## src/rtl/core_config.svh

```systemverilog
// core word width, register count and reset pc
`ifndef CORE_CONFIG_SVH
`define CORE_CONFIG_SVH

// data path and register width
`define CORE_DATA_WIDTH 32

// architectural registers, x0 included
`define CORE_REG_COUNT 32

// first fetch address after reset
`define CORE_RESET_PC 32'h0000_0000

`endif

```

## src/rtl/isa_pkg.sv

```systemverilog
// rv32i subset opcodes, funct codes, instruction formats and alu operations
`include "core_config.svh"

package isa_pkg;

    localparam int reg_idx_w = $clog2(`CORE_REG_COUNT);

    typedef logic [reg_idx_w-1:0] reg_idx_t;

    localparam logic [6:0] op_reg    = 7'b0110011;
    localparam logic [6:0] op_imm    = 7'b0010011;
    localparam logic [6:0] op_lui    = 7'b0110111;
    localparam logic [6:0] op_load   = 7'b0000011;
    localparam logic [6:0] op_store  = 7'b0100011;
    localparam logic [6:0] op_branch = 7'b1100011;

    localparam logic [2:0] f3_add_sub = 3'b000;
    localparam logic [2:0] f3_slt     = 3'b010;
    localparam logic [2:0] f3_xor     = 3'b100;
    localparam logic [2:0] f3_or      = 3'b110;
    localparam logic [2:0] f3_and     = 3'b111;
    // width field of loads and stores
    localparam logic [2:0] f3_byte    = 3'b000;
    localparam logic [2:0] f3_word    = 3'b010;
    localparam logic [2:0] f3_beq     = 3'b000;
    localparam logic [2:0] f3_bne     = 3'b001;

    localparam logic [6:0] f7_sub = 7'b0100000;

    typedef struct packed {
        logic [6:0] funct7;
        reg_idx_t   rs2;
        reg_idx_t   rs1;
        logic [2:0] funct3;
        reg_idx_t   rd;
        logic [6:0] opcode;
    } r_fmt_t;

    typedef struct packed {
        logic [11:0] imm;
        reg_idx_t    rs1;
        logic [2:0]  funct3;
        reg_idx_t    rd;
        logic [6:0]  opcode;
    } i_fmt_t;

    typedef struct packed {
        logic [6:0] imm_hi;
        reg_idx_t   rs2;
        reg_idx_t   rs1;
        logic [2:0] funct3;
        logic [4:0] imm_lo;
        logic [6:0] opcode;
    } s_fmt_t;

    // branch offset bits are scattered, bit 0 is implied zero
    typedef struct packed {
        logic       imm_12;
        logic [5:0] imm_10_5;
        reg_idx_t   rs2;
        reg_idx_t   rs1;
        logic [2:0] funct3;
        logic [3:0] imm_4_1;
        logic       imm_11;
        logic [6:0] opcode;
    } b_fmt_t;

    typedef struct packed {
        logic [19:0] imm;
        reg_idx_t    rd;
        logic [6:0]  opcode;
    } u_fmt_t;

    typedef union packed {
        r_fmt_t                      r;
        i_fmt_t                      i;
        s_fmt_t                      s;
        b_fmt_t                      b;
        u_fmt_t                      u;
        logic [`CORE_DATA_WIDTH-1:0] raw;
    } inst_t;

    typedef enum logic [2:0] {
        alu_add,
        alu_sub,
        alu_and,
        alu_or,
        alu_xor,
        alu_slt,
        alu_pass_b
    } alu_op_t;

    typedef enum logic {
        wb_alu,
        wb_load
    } wb_sel_t;

endpackage

```

## src/rtl/pipe_pkg.sv

```systemverilog
// pipeline stage boundary structs, forwarding source, redirect and hazard structs
`include "core_config.svh"

package pipe_pkg;

    typedef logic [`CORE_DATA_WIDTH-1:0] word_t;

    typedef struct packed {
        isa_pkg::inst_t inst;
        word_t          pc;
    } if_id_t;

    typedef struct packed {
        word_t             pc;
        word_t             rs1_val;
        word_t             rs2_val;
        word_t             imm;
        isa_pkg::reg_idx_t rs1;
        isa_pkg::reg_idx_t rs2;
        isa_pkg::reg_idx_t rd;
        isa_pkg::alu_op_t  alu_op;
        logic              use_imm;
        logic              branch;
        logic              br_ne;
        logic              dm_en;
        logic              is_byte;
        logic              is_load;
        logic              rf_en;
        isa_pkg::wb_sel_t  wb_sel;
    } id_ex_t;

    // dm_en covers loads and stores, is_load tells them apart
    typedef struct packed {
        word_t             opr_res;
        word_t             store_data;
        isa_pkg::reg_idx_t rd;
        logic              rf_en;
        logic              dm_en;
        logic              is_load;
        logic              is_byte;
        isa_pkg::wb_sel_t  wb_sel;
    } ex_mem_t;

    typedef struct packed {
        word_t             opr_res;
        word_t             lsu_rdata;
        isa_pkg::reg_idx_t rd;
        logic              rf_en;
        isa_pkg::wb_sel_t  wb_sel;
    } mem_wb_t;

    typedef struct packed {
        isa_pkg::reg_idx_t rd;
        logic              rf_en;
        word_t             value;
    } fwd_src_t;

    typedef struct packed {
        logic  br_taken;
        word_t br_target;
    } redirect_t;

    typedef struct packed {
        logic stall;
        logic flush;
    } hazard_t;

endpackage

```

## src/rtl/if_stage.sv

```systemverilog
// program counter with stall hold and branch redirect
`include "core_config.svh"

module if_stage
(
    input  logic                clk,
    input  logic                arst_n,
    input  pipe_pkg::redirect_t redirect,
    input  pipe_pkg::hazard_t   hazard,
    output pipe_pkg::word_t     pc
);
    // branch wins over stall, the stalled instruction is discarded anyway
    always_ff @(posedge clk or negedge arst_n)
    begin
        if (!arst_n)
        begin
            pc <= `CORE_RESET_PC;
        end
        else if (redirect.br_taken)
        begin
            pc <= redirect.br_target;
        end
        else if (!hazard.stall)
        begin
            pc <= pc + 4;
        end
    end

    assert property (@(posedge clk) disable iff (!arst_n) pc[1:0] == 2'b00);

endmodule

```

## src/rtl/id_stage.sv

```systemverilog
// instruction decoder, register file with write-first read, load-use hazard unit
`include "core_config.svh"

module id_stage
(
    input  logic               clk,
    input  logic               arst_n,
    input  pipe_pkg::if_id_t   if_id,
    input  isa_pkg::reg_idx_t  ex_hazard_rd,
    input  logic               ex_is_load,
    input  pipe_pkg::mem_wb_t  wb,
    output pipe_pkg::id_ex_t   id_ex,
    output pipe_pkg::hazard_t  hazard,
    output pipe_pkg::fwd_src_t wb_fwd
);
    import isa_pkg::*;
    import pipe_pkg::*;

    inst_t   inst;
    word_t   imm;
    alu_op_t alu_op;
    logic    use_rs1;
    logic    use_rs2;
    logic    use_imm;
    logic    branch;
    logic    dm_en;
    logic    is_load;
    logic    rf_en;
    wb_sel_t wb_sel;
    logic    load_use;
    word_t   regs [`CORE_REG_COUNT];
    word_t   wb_data;
    logic    wb_we;
    word_t   rs1_val;
    word_t   rs2_val;

    function automatic alu_op_t alu_decode(input logic [2:0] funct3, input logic sub);
        alu_op_t op;
        case (funct3)
            f3_add_sub: op = sub ? alu_sub : alu_add;
            f3_slt:     op = alu_slt;
            f3_xor:     op = alu_xor;
            f3_or:      op = alu_or;
            f3_and:     op = alu_and;
            default:    op = alu_add;
        endcase
        return op;
    endfunction

    assign inst = if_id.inst;

    // unknown opcodes decode to a bubble
    always_comb
    begin
        imm     = '0;
        alu_op  = alu_add;
        use_rs1 = 1'b0;
        use_rs2 = 1'b0;
        use_imm = 1'b0;
        branch  = 1'b0;
        dm_en   = 1'b0;
        is_load = 1'b0;
        rf_en   = 1'b0;
        wb_sel  = wb_alu;
        case (inst.r.opcode)
            op_reg:
            begin
                {use_rs1, use_rs2, rf_en} = 3'b111;
                alu_op = alu_decode(inst.r.funct3, inst.r.funct7 == f7_sub);
            end
            op_imm:
            begin
                {use_rs1, use_imm, rf_en} = 3'b111;
                imm    = word_t'($signed(inst.i.imm));
                alu_op = alu_decode(inst.i.funct3, 1'b0);
            end
            op_lui:
            begin
                {use_imm, rf_en} = 2'b11;
                imm    = word_t'({inst.u.imm, 12'b0});
                alu_op = alu_pass_b;
            end
            op_load:
            begin
                {use_rs1, use_imm, rf_en, dm_en, is_load} = 5'b11111;
                imm    = word_t'($signed(inst.i.imm));
                wb_sel = wb_load;
            end
            op_store:
            begin
                {use_rs1, use_rs2, use_imm, dm_en} = 4'b1111;
                imm = word_t'($signed({inst.s.imm_hi, inst.s.imm_lo}));
            end
            op_branch:
            begin
                {use_rs1, use_rs2, branch} = 3'b111;
                imm = word_t'($signed({inst.b.imm_12, inst.b.imm_11, inst.b.imm_10_5,
                                       inst.b.imm_4_1, 1'b0}));
            end
            default:
            begin
            end
        endcase
    end

    assign wb_data = (wb.wb_sel == wb_load) ? wb.lsu_rdata : wb.opr_res;
    assign wb_we   = wb.rf_en && (wb.rd != '0);

    // x0 keeps its reset value, writes to it are dropped
    always_ff @(posedge clk or negedge arst_n)
    begin
        if (!arst_n)
        begin
            regs <= '{default: '0};
        end
        else if (wb_we)
        begin
            regs[wb.rd] <= wb_data;
        end
    end

    // same-cycle writeback bypasses the array
    assign rs1_val = (wb_we && wb.rd == inst.r.rs1) ? wb_data : regs[inst.r.rs1];
    assign rs2_val = (wb_we && wb.rd == inst.r.rs2) ? wb_data : regs[inst.r.rs2];

    assign wb_fwd.rd    = wb.rd;
    assign wb_fwd.rf_en = wb.rf_en;
    assign wb_fwd.value = wb_data;

    // unused source indices are zeroed so EX never forwards into them
    always_comb
    begin
        id_ex.pc      = if_id.pc;
        id_ex.rs1_val = rs1_val;
        id_ex.rs2_val = rs2_val;
        id_ex.imm     = imm;
        id_ex.rs1     = use_rs1 ? inst.r.rs1 : '0;
        id_ex.rs2     = use_rs2 ? inst.r.rs2 : '0;
        id_ex.rd      = rf_en ? inst.r.rd : '0;
        id_ex.alu_op  = alu_op;
        id_ex.use_imm = use_imm;
        id_ex.branch  = branch;
        id_ex.br_ne   = (inst.b.funct3 == f3_bne);
        id_ex.dm_en   = dm_en;
        id_ex.is_byte = (inst.i.funct3 == f3_byte);
        id_ex.is_load = is_load;
        id_ex.rf_en   = rf_en;
        id_ex.wb_sel  = wb_sel;
    end

    assign load_use = ex_is_load && (ex_hazard_rd != '0) &&
                      ((use_rs1 && inst.r.rs1 == ex_hazard_rd) ||
                       (use_rs2 && inst.r.rs2 == ex_hazard_rd));
    assign hazard.stall = load_use;
    assign hazard.flush = load_use;

    // a load-use bubble lasts one cycle
    assert property (@(posedge clk) disable iff (!arst_n) hazard.stall |=> !hazard.stall);
    assert property (@(posedge clk) disable iff (!arst_n)
        (inst.r.rs1 == '0) |-> (rs1_val == '0));

endmodule

```

## src/rtl/ex_stage.sv

```systemverilog
// operand forwarding, alu, branch compare and target
module ex_stage
(
    input  pipe_pkg::id_ex_t    id_ex,
    input  pipe_pkg::fwd_src_t  mem_fwd,
    input  pipe_pkg::fwd_src_t  wb_fwd,
    output pipe_pkg::ex_mem_t   ex_mem,
    output pipe_pkg::redirect_t redirect
);
    import isa_pkg::*;
    import pipe_pkg::*;

    word_t rs1_fwd;
    word_t rs2_fwd;
    word_t op_b;
    word_t alu_res;
    logic  is_eq;

    // mem is younger than wb, so it is checked first
    function automatic word_t fwd_pick(input reg_idx_t idx, input word_t rf_val,
                                       input fwd_src_t m, input fwd_src_t w);
        word_t val;
        if (idx != '0 && m.rf_en && m.rd == idx)
            val = m.value;
        else if (idx != '0 && w.rf_en && w.rd == idx)
            val = w.value;
        else
            val = rf_val;
        return val;
    endfunction

    assign rs1_fwd = fwd_pick(id_ex.rs1, id_ex.rs1_val, mem_fwd, wb_fwd);
    assign rs2_fwd = fwd_pick(id_ex.rs2, id_ex.rs2_val, mem_fwd, wb_fwd);
    assign op_b    = id_ex.use_imm ? id_ex.imm : rs2_fwd;

    always_comb
    begin
        case (id_ex.alu_op)
            alu_add:    alu_res = rs1_fwd + op_b;
            alu_sub:    alu_res = rs1_fwd - op_b;
            alu_and:    alu_res = rs1_fwd & op_b;
            alu_or:     alu_res = rs1_fwd | op_b;
            alu_xor:    alu_res = rs1_fwd ^ op_b;
            alu_slt:    alu_res = word_t'($signed(rs1_fwd) < $signed(op_b));
            alu_pass_b: alu_res = op_b;
            default:    alu_res = rs1_fwd + op_b;
        endcase
    end

    always_comb
    begin
        is_eq              = (rs1_fwd == rs2_fwd);
        redirect.br_taken  = id_ex.branch && (id_ex.br_ne ? !is_eq : is_eq);
        redirect.br_target = id_ex.pc + id_ex.imm;
        assert (!redirect.br_taken || redirect.br_target[1:0] == 2'b00)
            else $error("taken branch to a misaligned target");
    end

    assign ex_mem.opr_res    = alu_res;
    assign ex_mem.store_data = rs2_fwd;
    assign ex_mem.rd         = id_ex.rd;
    assign ex_mem.rf_en      = id_ex.rf_en;
    assign ex_mem.dm_en      = id_ex.dm_en;
    assign ex_mem.is_load    = id_ex.is_load;
    assign ex_mem.is_byte    = id_ex.is_byte;
    assign ex_mem.wb_sel     = id_ex.wb_sel;

endmodule

```

## src/rtl/mem_stage.sv

```systemverilog
// store mask and byte replication, load byte select with sign extension
module mem_stage
(
    input  pipe_pkg::ex_mem_t mem_in,
    input  pipe_pkg::word_t   mem_data_out,
    output pipe_pkg::word_t   mem_addr_in,
    output pipe_pkg::word_t   mem_data_in,
    output logic              mem_we_in,
    output logic [3:0]        mem_mask_in,
    output pipe_pkg::mem_wb_t mem_wb
);
    import pipe_pkg::*;

    word_t      lane;
    logic [7:0] load_byte;

    assign mem_addr_in = mem_in.opr_res;
    assign mem_data_in = mem_in.is_byte ? {4{mem_in.store_data[7:0]}} : mem_in.store_data;

    always_comb
    begin
        mem_we_in   = mem_in.dm_en && !mem_in.is_load;
        mem_mask_in = mem_in.is_byte ? (4'b0001 << mem_in.opr_res[1:0]) : 4'b1111;
        assert (!mem_we_in || mem_in.is_byte || mem_in.opr_res[1:0] == 2'b00)
            else $error("word store to a misaligned address");
    end

    // shift the addressed byte down to lane 0
    assign lane      = mem_data_out >> {mem_in.opr_res[1:0], 3'b000};
    assign load_byte = lane[7:0];

    assign mem_wb.opr_res   = mem_in.opr_res;
    assign mem_wb.lsu_rdata = mem_in.is_byte ? word_t'($signed(load_byte)) : mem_data_out;
    assign mem_wb.rd        = mem_in.rd;
    assign mem_wb.rf_en     = mem_in.rf_en;
    assign mem_wb.wb_sel    = mem_in.wb_sel;

endmodule

```

## src/rtl/core.sv

```systemverilog
// five-stage core top with stage instances and pipeline registers
module core
(
    input  logic            clk,
    input  logic            arst_n,
    output pipe_pkg::word_t pc,
    input  pipe_pkg::word_t inst_in,
    input  pipe_pkg::word_t mem_data_out,
    output pipe_pkg::word_t mem_addr_in,
    output pipe_pkg::word_t mem_data_in,
    output logic            mem_we_in,
    output logic [3:0]      mem_mask_in
);
    import pipe_pkg::*;

    if_id_t    if_id_d;
    if_id_t    if_id_q;
    id_ex_t    id_ex_d;
    id_ex_t    id_ex_q;
    ex_mem_t   ex_mem_d;
    ex_mem_t   ex_mem_q;
    mem_wb_t   mem_wb_d;
    mem_wb_t   mem_wb_q;
    redirect_t redirect;
    hazard_t   hazard;
    fwd_src_t  mem_fwd;
    fwd_src_t  wb_fwd;

    if_stage i_if_stage (
        .clk      (clk     ),
        .arst_n   (arst_n  ),
        .redirect (redirect),
        .hazard   (hazard  ),
        .pc       (pc      )
    );

    assign if_id_d.inst = inst_in;
    assign if_id_d.pc   = pc;

    id_stage i_id_stage (
        .clk          (clk            ),
        .arst_n       (arst_n         ),
        .if_id        (if_id_q        ),
        .ex_hazard_rd (id_ex_q.rd     ),
        .ex_is_load   (id_ex_q.is_load),
        .wb           (mem_wb_q       ),
        .id_ex        (id_ex_d        ),
        .hazard       (hazard         ),
        .wb_fwd       (wb_fwd         )
    );

    // only the alu result is forwarded from mem
    assign mem_fwd.rd    = ex_mem_q.rd;
    assign mem_fwd.rf_en = ex_mem_q.rf_en;
    assign mem_fwd.value = ex_mem_q.opr_res;

    ex_stage i_ex_stage (
        .id_ex    (id_ex_q ),
        .mem_fwd  (mem_fwd ),
        .wb_fwd   (wb_fwd  ),
        .ex_mem   (ex_mem_d),
        .redirect (redirect)
    );

    mem_stage i_mem_stage (
        .mem_in       (ex_mem_q    ),
        .mem_data_out (mem_data_out),
        .mem_addr_in  (mem_addr_in ),
        .mem_data_in  (mem_data_in ),
        .mem_we_in    (mem_we_in   ),
        .mem_mask_in  (mem_mask_in ),
        .mem_wb       (mem_wb_d    )
    );

    // if -> id, holds on load-use stall
    always_ff @(posedge clk or negedge arst_n)
    begin
        if (!arst_n)
            if_id_q <= '0;
        else if (redirect.br_taken)
            if_id_q <= '0;
        else if (!hazard.stall)
            if_id_q <= if_id_d;
    end

    // id -> ex, bubble on load-use or taken branch
    always_ff @(posedge clk or negedge arst_n)
    begin
        if (!arst_n)
            id_ex_q <= '0;
        else if (hazard.flush || redirect.br_taken)
            id_ex_q <= '0;
        else
            id_ex_q <= id_ex_d;
    end

    always_ff @(posedge clk or negedge arst_n)
    begin
        if (!arst_n)
            ex_mem_q <= '0;
        else
            ex_mem_q <= ex_mem_d;
    end

    always_ff @(posedge clk or negedge arst_n)
    begin
        if (!arst_n)
            mem_wb_q <= '0;
        else
            mem_wb_q <= mem_wb_d;
    end

    assert property (@(posedge clk) disable iff (!arst_n) !$isunknown(mem_we_in));

endmodule

```

## config.mk

```make
export PLATFORM = sky130hd
export DESIGN_NAME = core
export DESIGN_NICKNAME = d
export VERILOG_FILES = /design/src/rtl/isa_pkg.sv /design/src/rtl/pipe_pkg.sv /design/src/rtl/if_stage.sv /design/src/rtl/id_stage.sv /design/src/rtl/ex_stage.sv /design/src/rtl/mem_stage.sv /design/src/rtl/core.sv
export VERILOG_INCLUDE_DIRS = /design/src /design/src/rtl
export SDC_FILE = /design/constraint.sdc
export NUM_CORES = 2
export LEC_CHECK = 0
export BUFFER_PORTS_ARGS = -buffer_cell sky130_fd_sc_hd__buf_4
export CORE_AREA = 2 2 558 560
export CTS_BUF_LIST = sky130_fd_sc_hd__clkbuf_8
export CTS_CLUSTER_DIAMETER = 120
export DETAILED_ROUTE_END_ITERATION = 8
export DIE_AREA = 0 0 560 562
export GPL_ROUTABILITY_DRIVEN = 1
export GPL_TIMING_DRIVEN = 1
export MAX_ROUTING_LAYER = met4
export PLACE_DENSITY = 0.45
export SLEW_MARGIN = 15
export SYNTH_ARGS = -nofsm -noshare
export SYNTH_HDL_FRONTEND = slang
export SYNTH_SLANG_ARGS = --single-unit
export TNS_END_PERCENT = 30
```

## constraint.sdc

```tcl
create_clock -name clk -period 5 [get_ports clk]
set_input_delay 0.5 -clock clk [delete_from_list [all_inputs] [get_ports clk]]
set_output_delay 0.5 -clock clk [all_outputs]
set_load 0.01 [all_outputs]
```

### Word level (Yosys, flattened, before mapping)

Index checks and enable logic that the tools add are counted.

| cells by class | value |
|---|---|
| add/sub/neg operators | 4 |
| $lt $le $gt $ge | 5 |
| equality and inequality tests | 28 |
| shift operators | 2 |
| mux-type cells | 42 |
| bitwise gates (word level) | 6 |
| reduce and logical (&&, ||, !) cells | 33 |

Operators with widths:

| kind | count |
|---|---|
| 1024-bit bitwise mux | 1 |
| 32-bit two-way mux | 17 |
| 32-bit binary-select mux with 5-bit select | 2 |
| 32-bit case mux with 6 select lines | 1 |
| 32-bit demux with 5-bit select | 1 |
| 154-bit two-way mux | 1 |
| 64-bit two-way mux | 2 |
| 32-bit case mux with 4 select lines | 1 |
| 32-bit adder | 2 |
| 5-bit equality test | 8 |
| 32-bit by 3-bit adder with 32-bit output, second input constant | 1 |
| 32-bit bitwise AND | 1 |
| 32-bit equality test | 1 |
| 32-bit < comparator | 1 |
| 32-bit OR | 1 |
| 32-bit by 5-bit right shift with 8-bit output | 1 |
| 32-bit subtractor | 1 |
| 32-bit XOR | 1 |
| 7-bit by 6-bit equality test with 1-bit output, second input constant | 4 |
| 5-bit nonzero test | 4 |
| 3-bit equality test, second input constant | 6 |
| 6-bit >= comparator, second input constant | 3 |
| 1-bit logical AND | 18 |
| 5-bit inverter with 6-bit output | 3 |
| 21 further kinds | 38 |

| storage, ports and cells | value |
|---|---|
| register bits | 1419 |
| input port bits | 66 |

### Logic depth before layout (Yosys ltp)

| logic depth | value |
|---|---|
| depth in word-level cells | 11 |
| mapped depth | 26 |
| depth with buffers taken out | 21 |

### Modules after synthesis

From an unflattened synthesis, not the netlist that was laid out.

| unflattened totals | value |
|---|---|
| cells, all modules | 7350 |
| area total of the unflattened synthesis | 77230.3 sq um |

By module, submodules not included:

| module | instances | cells each | area each (sq um) | seq. area each (sq um) |
|---|---|---|---|---|
| id_stage | 1 | 4734 | 53139.7 | 25624.6 |
| core | 1 | 676 | 11162.0 | 9083.7 |
| ex_stage | 1 | 1495 | 9303.9 | 0.0 |
| if_stage | 1 | 200 | 1831.8 | 800.8 |
| mem_stage | 1 | 245 | 1793.0 | 0.0 |

### Worst setup path before layout

No wires, ideal clock.

| timing path | value |
|---|---|
| path type | register -> register |
| start point | reg id_ex_q[16] (netlist bit) |
| end point | reg ex_mem_q[65] (netlist bit) |
| setup time | 0.088 ns |
| data arrival time | 5.398 ns |
| required time | 4.912 ns |
| slack | -0.487 ns |
| stages on the path, launching flop included | 23 |
| path buffers | 5 |
| cells stage by stage | dfrtp_1 -> xor2_1 -> nor4_2 -> and2_1 -> buf_2 -> buf_6 -> buf_6 -> clkbuf_1 -> clkbuf_1 -> o21ai_0 -> mux2_2 -> ha_1 -> inv_1 -> a311o_1 -> nor4b_1 -> o31ai_1 -> a2111oi_0 -> a221oi_1 -> a22o_1 -> a21bo_2 -> and2_1 -> o211ai_1 -> nor3b_1 |

RTL lines:

| what | RTL line | text |
|---|---|---|
| start, declared | core.sv:19 | `id_ex_t id_ex_q;` |
| start signal, assigned | core.sv:94 | `id_ex_q <= id_ex_d;` |
| end signal, assigned | core.sv:102 | `ex_mem_q <= ex_mem_d;` |
| end, declared | core.sv:21 | `ex_mem_t ex_mem_q;` |

==> results.env <==
FINALHOLDVIOLATIONS=0
CLK_LATENCY_WORST_SKEW_PAIR_NS=0.97
CTS.PATH.MAX_BUFFERS=4
REGTOREGSTARTPOINT='id_ex_q[19]'
WORST-SETUP-PATH-TYPE='register to register'
SETUP_TNS_NS=0
FLOORPLAN.CORE_AREA_SQ_UM=308300
MAXSLEWVIOLCOUNT=0
PORT_BUFFERS=166
GPL.FINAL_WEIGHTED_CONGESTION=0.9195
ROWS=204
OVERFLOW=0
INSTANCES_NO_FILL=11830
POST_SYNTH.CELL_AREA_AVG_SQ_UM=10.85
ANT_NETS=0
RSZ0062_AT_GRT='yes'
DP_HPWL_UM=198900
CTS_MADE_BUFFERS=275
CRITICAL_PATH_PEAK_FANOUT=6
SYNTH.NET_COUNT=7269
VDD_IR_DROP_MAX_mV=0.2063
FIN_TOTAL_PWR_W=0.02596
CRIT_PATH_START_KIND='register'
SEQUENTIAL_TO_TOTAL_AREA_SHARE_FROM_YOSYS_STAT_PCT=46.17
TRITONCTS='built'
REGTOREGSETUPSLACK_NS=0.01
ROUTE.DETAILED.WL_PER_INST_UM=25.37
GRT_PASS1_WL_UM=437900
PLACE_WORST_SETUP_SLACK_NS=-0.6097
CP_DATA_ARRIVAL_TIME_NS=5.80
SYNTH_WARNINGS=0
OUTCOME='complete, no violations'
DRT_PASS1_ITERATIONS=6
DRT_FIRST_ITER_VIOLATIONS=5306
GRT.MET3_USAGE_PCT=3.056
NETLIST_AREA_BEFORE_PLACEMENT_SQ_UM=76800
VIA_COUNT=59800
DRT_WL_TOTAL_UM=300100
FINAL_COMMON_CELL='sky130_fd_sc_hd__dfrtp_1'
CRITPATHCAPTURETYPE='register'
CHIPWIDTH_UM=560
FINAL.MIN_CLOCK_PERIOD_NS=4.986
PLACE_INST=11270
WORST-R2R-CELL-COUNT=21
SLEW-LIMIT-HEADROOM_PCT=20.36
REG2REG_TO='ex_mem_q[72]'
POWER_DENSITY_nW_PER_UM2=277.4
FINALCOREUTILIZATION_PCT=30.35
TIMING.HOLD.WORST.CLASS='input port to async pin'
CTS.HTREE.LEVELS=5
SYN-INSTANCE-COUNT=7076
SYN2LAYOUT_AREA_GROWTH_PCT=21.85
FLOORPLAN.IO_PINS=167
FINAL_LAYOUT_SIZE_SUFFIX_GT1_SHARE_PCT=27.62
GRT_PASS1_VIAS=60300
WORST_CLOCK_SKEW_NS=0.05701
ACHIEVABLE-FREQUENCY_MHz=200.5
POSTSYNTH.ASYNCRESETSHARE_PCT=100.0
TRANSITION_AT_THE_PIN_WITH_THE_SMALLEST_MAX_TRANSITION_SLACK_NS=1.192
DIE-AREA_SQ_UM=314700
FINALSETUPVIOLCOUNT=0
REQUIRED_NS=5.81
CLOCK_SINK_COUNT=1417
SYNTH_SEQ_CELLS=1417
TIMING.FINAL.CRIT_SHARE_PCT=99.73
INITIAL_CORE_UTIL_PCT=24.91
BUSIEST_LAYER='met2'
YS_TYPES=87
LAYOUT.CELLS.MOST_COMMON_LIST='sky130_fd_sc_hd__dfrtp_1 (1403), sky130_fd_sc_hd__nor2_1 (846), sky130_fd_sc_hd__a21oi_1 (773)'
P_LEAK_nW=41.02
ANTENNA_FOUND_INITIAL=16
DIE_H_UM=562
GRT_MAX_DEGREE=139
FIN_WS_NS=0.01369
CLK_ROOT_BUFFER_CELL='sky130_fd_sc_hd__clkbuf_8'
GRTUSAGETOTAL_PCT=19.23
GRT_USE_MET1_PCT=25.37
MAXCAPVIOLCOUNT=0
SYNTH_FF_TYPE='sky130_fd_sc_hd__dfrtp_1'
GR-USAGE-MET2_PCT=29.75
LAYOUT.NETS=7697
VIASPERCELL=5.055
PATH_CLK_SLEW_NS=0.06
SYNTH_ENABLE_FLOP_CELLS=0
DRT_DRC_VIOLATIONS_LEFT=0
-- through the flow --
step	area, sq um	hold slack, ns
floorplan	76930	0.2044
global placement	86400	0.3367
detailed placement	86400	0.3395
CTS	93110	0.008454
global route	93570	0.04117
finish	93580	0.07713
-- state kept, by name, summed over array words and instances (netlist names) --
register / flops
ex_mem_q: 73
id_ex_q: 153
i_if_stage.pc: 32
if_id_q: 64
i_id_stage.regs: 1024
mem_wb_q: 71
-- power breakdown --
group / internal (W) / total, W / switching (W) / leakage (nW)
combinational: 0.000711 / 0.00192 / 0.00121 / 18.3
sequential: 0.0116 / 0.0119 / 0.000246 / 19.6
clock: 0.00673 / 0.0122 / 0.00544 / 3.16
-- critical path, stage by stage, from the launching register on --
cell                        delay (ns)
sky130_fd_sc_hd__dfrtp_1          0.38
sky130_fd_sc_hd__or4_4            0.55
sky130_fd_sc_hd__o211a_4          0.29
sky130_fd_sc_hd__and2_4           0.17
sky130_fd_sc_hd__buf_4            0.16
sky130_fd_sc_hd__nand2_1          0.06
sky130_fd_sc_hd__o21ai_1          0.07
sky130_fd_sc_hd__o21ai_1          0.22
sky130_fd_sc_hd__mux2i_1          0.14
sky130_fd_sc_hd__ha_1             0.38
sky130_fd_sc_hd__buf_6            0.14
sky130_fd_sc_hd__nor2b_2          0.10
sky130_fd_sc_hd__o211ai_1         0.14
sky130_fd_sc_hd__a311oi_2         0.31
sky130_fd_sc_hd__a211o_1          0.23
sky130_fd_sc_hd__o2111ai_4        0.21
sky130_fd_sc_hd__a311oi_4         0.43
sky130_fd_sc_hd__nor2_1           0.12
sky130_fd_sc_hd__o31ai_2          0.26
sky130_fd_sc_hd__o21a_1           0.16
sky130_fd_sc_hd__a31oi_1          0.09
sky130_fd_sc_hd__a211o_1          0.24
-- cell type report --
class	count	area, sq um
tap	4120	5155
fill	31760	214800
timing repair buffer	865	7443
multi-input combinational	4736	39060
inverter	209	792.0
clock inverter	132	914.6
sequential	1417	35500
clock buffer	341	4693
antenna	10	25.02
-- layer usage --
metal  part of all wire, %  routed length (um)  vias up
li1                      -                   -    26490
met1                    44              132600    30790
met2                    46              138800     1961
met3                   5.6               16940      561
met4                   3.9               11830        0
met5                     0                   0        -
-- how the worst max path moves through the flow --
| stage | startpoint | endpoint | slack (ns) |
|---|---|---|---|
| floorplan | id_ex_q[17] | ex_mem_q[65] | -0.16 |
| global placement | id_ex_q[17] | ex_mem_q[66] | -0.63 |
| detailed placement | id_ex_q[17] | ex_mem_q[66] | -0.61 |
| CTS | id_ex_q[20] | ex_mem_q[72] | -0.05 |
| global route | id_ex_q[19] | ex_mem_q[70] | -0.13 |
| finish | id_ex_q[19] | ex_mem_q[72] | 0.01 |
-- synth_stat cells (48+ instances only) --
library cell	number	area share, %
sky130_fd_sc_hd__clkbuf_1	551	2.7
sky130_fd_sc_hd__nand3_1	90	0.59
sky130_fd_sc_hd__nor2_1	870	4.3
sky130_fd_sc_hd__xor2_1	82	0.94
sky130_fd_sc_hd__buf_1	67	0.33
sky130_fd_sc_hd__nand2_1	554	2.7
sky130_fd_sc_hd__dfrtp_1	1417	46
sky130_fd_sc_hd__a21oi_1	788	5.1
sky130_fd_sc_hd__nor2b_1	55	0.45
sky130_fd_sc_hd__a211oi_1	151	1.5
sky130_fd_sc_hd__xnor2_1	48	0.55
sky130_fd_sc_hd__mux2i_1	142	1.9
sky130_fd_sc_hd__ha_1	124	2.0
sky130_fd_sc_hd__inv_1	207	1.0
sky130_fd_sc_hd__and3_1	54	0.44
sky130_fd_sc_hd__o21ai_0	532	3.5
sky130_fd_sc_hd__mux4_2	641	19
-- cells by family after synthesis --
kind of cell,share of synthesized area (%)
flops,46.17
compound gates,14.29
buf+inv,4.956
xor+xnor,1.483
simple gates,10.15
fa+ha+maj,2.098
mux,20.85
-- repair_timing --
item,in CTS,in global routing
endpoints found under the setup margin,19,16
resized for setup,96,86
hold buffers,49,0
hold endpoints to repair,120,0
setup buffers,16,8
pin swaps,38,47
cloned,2,2
Note: power is estimated with default switching activity, not from simulation.
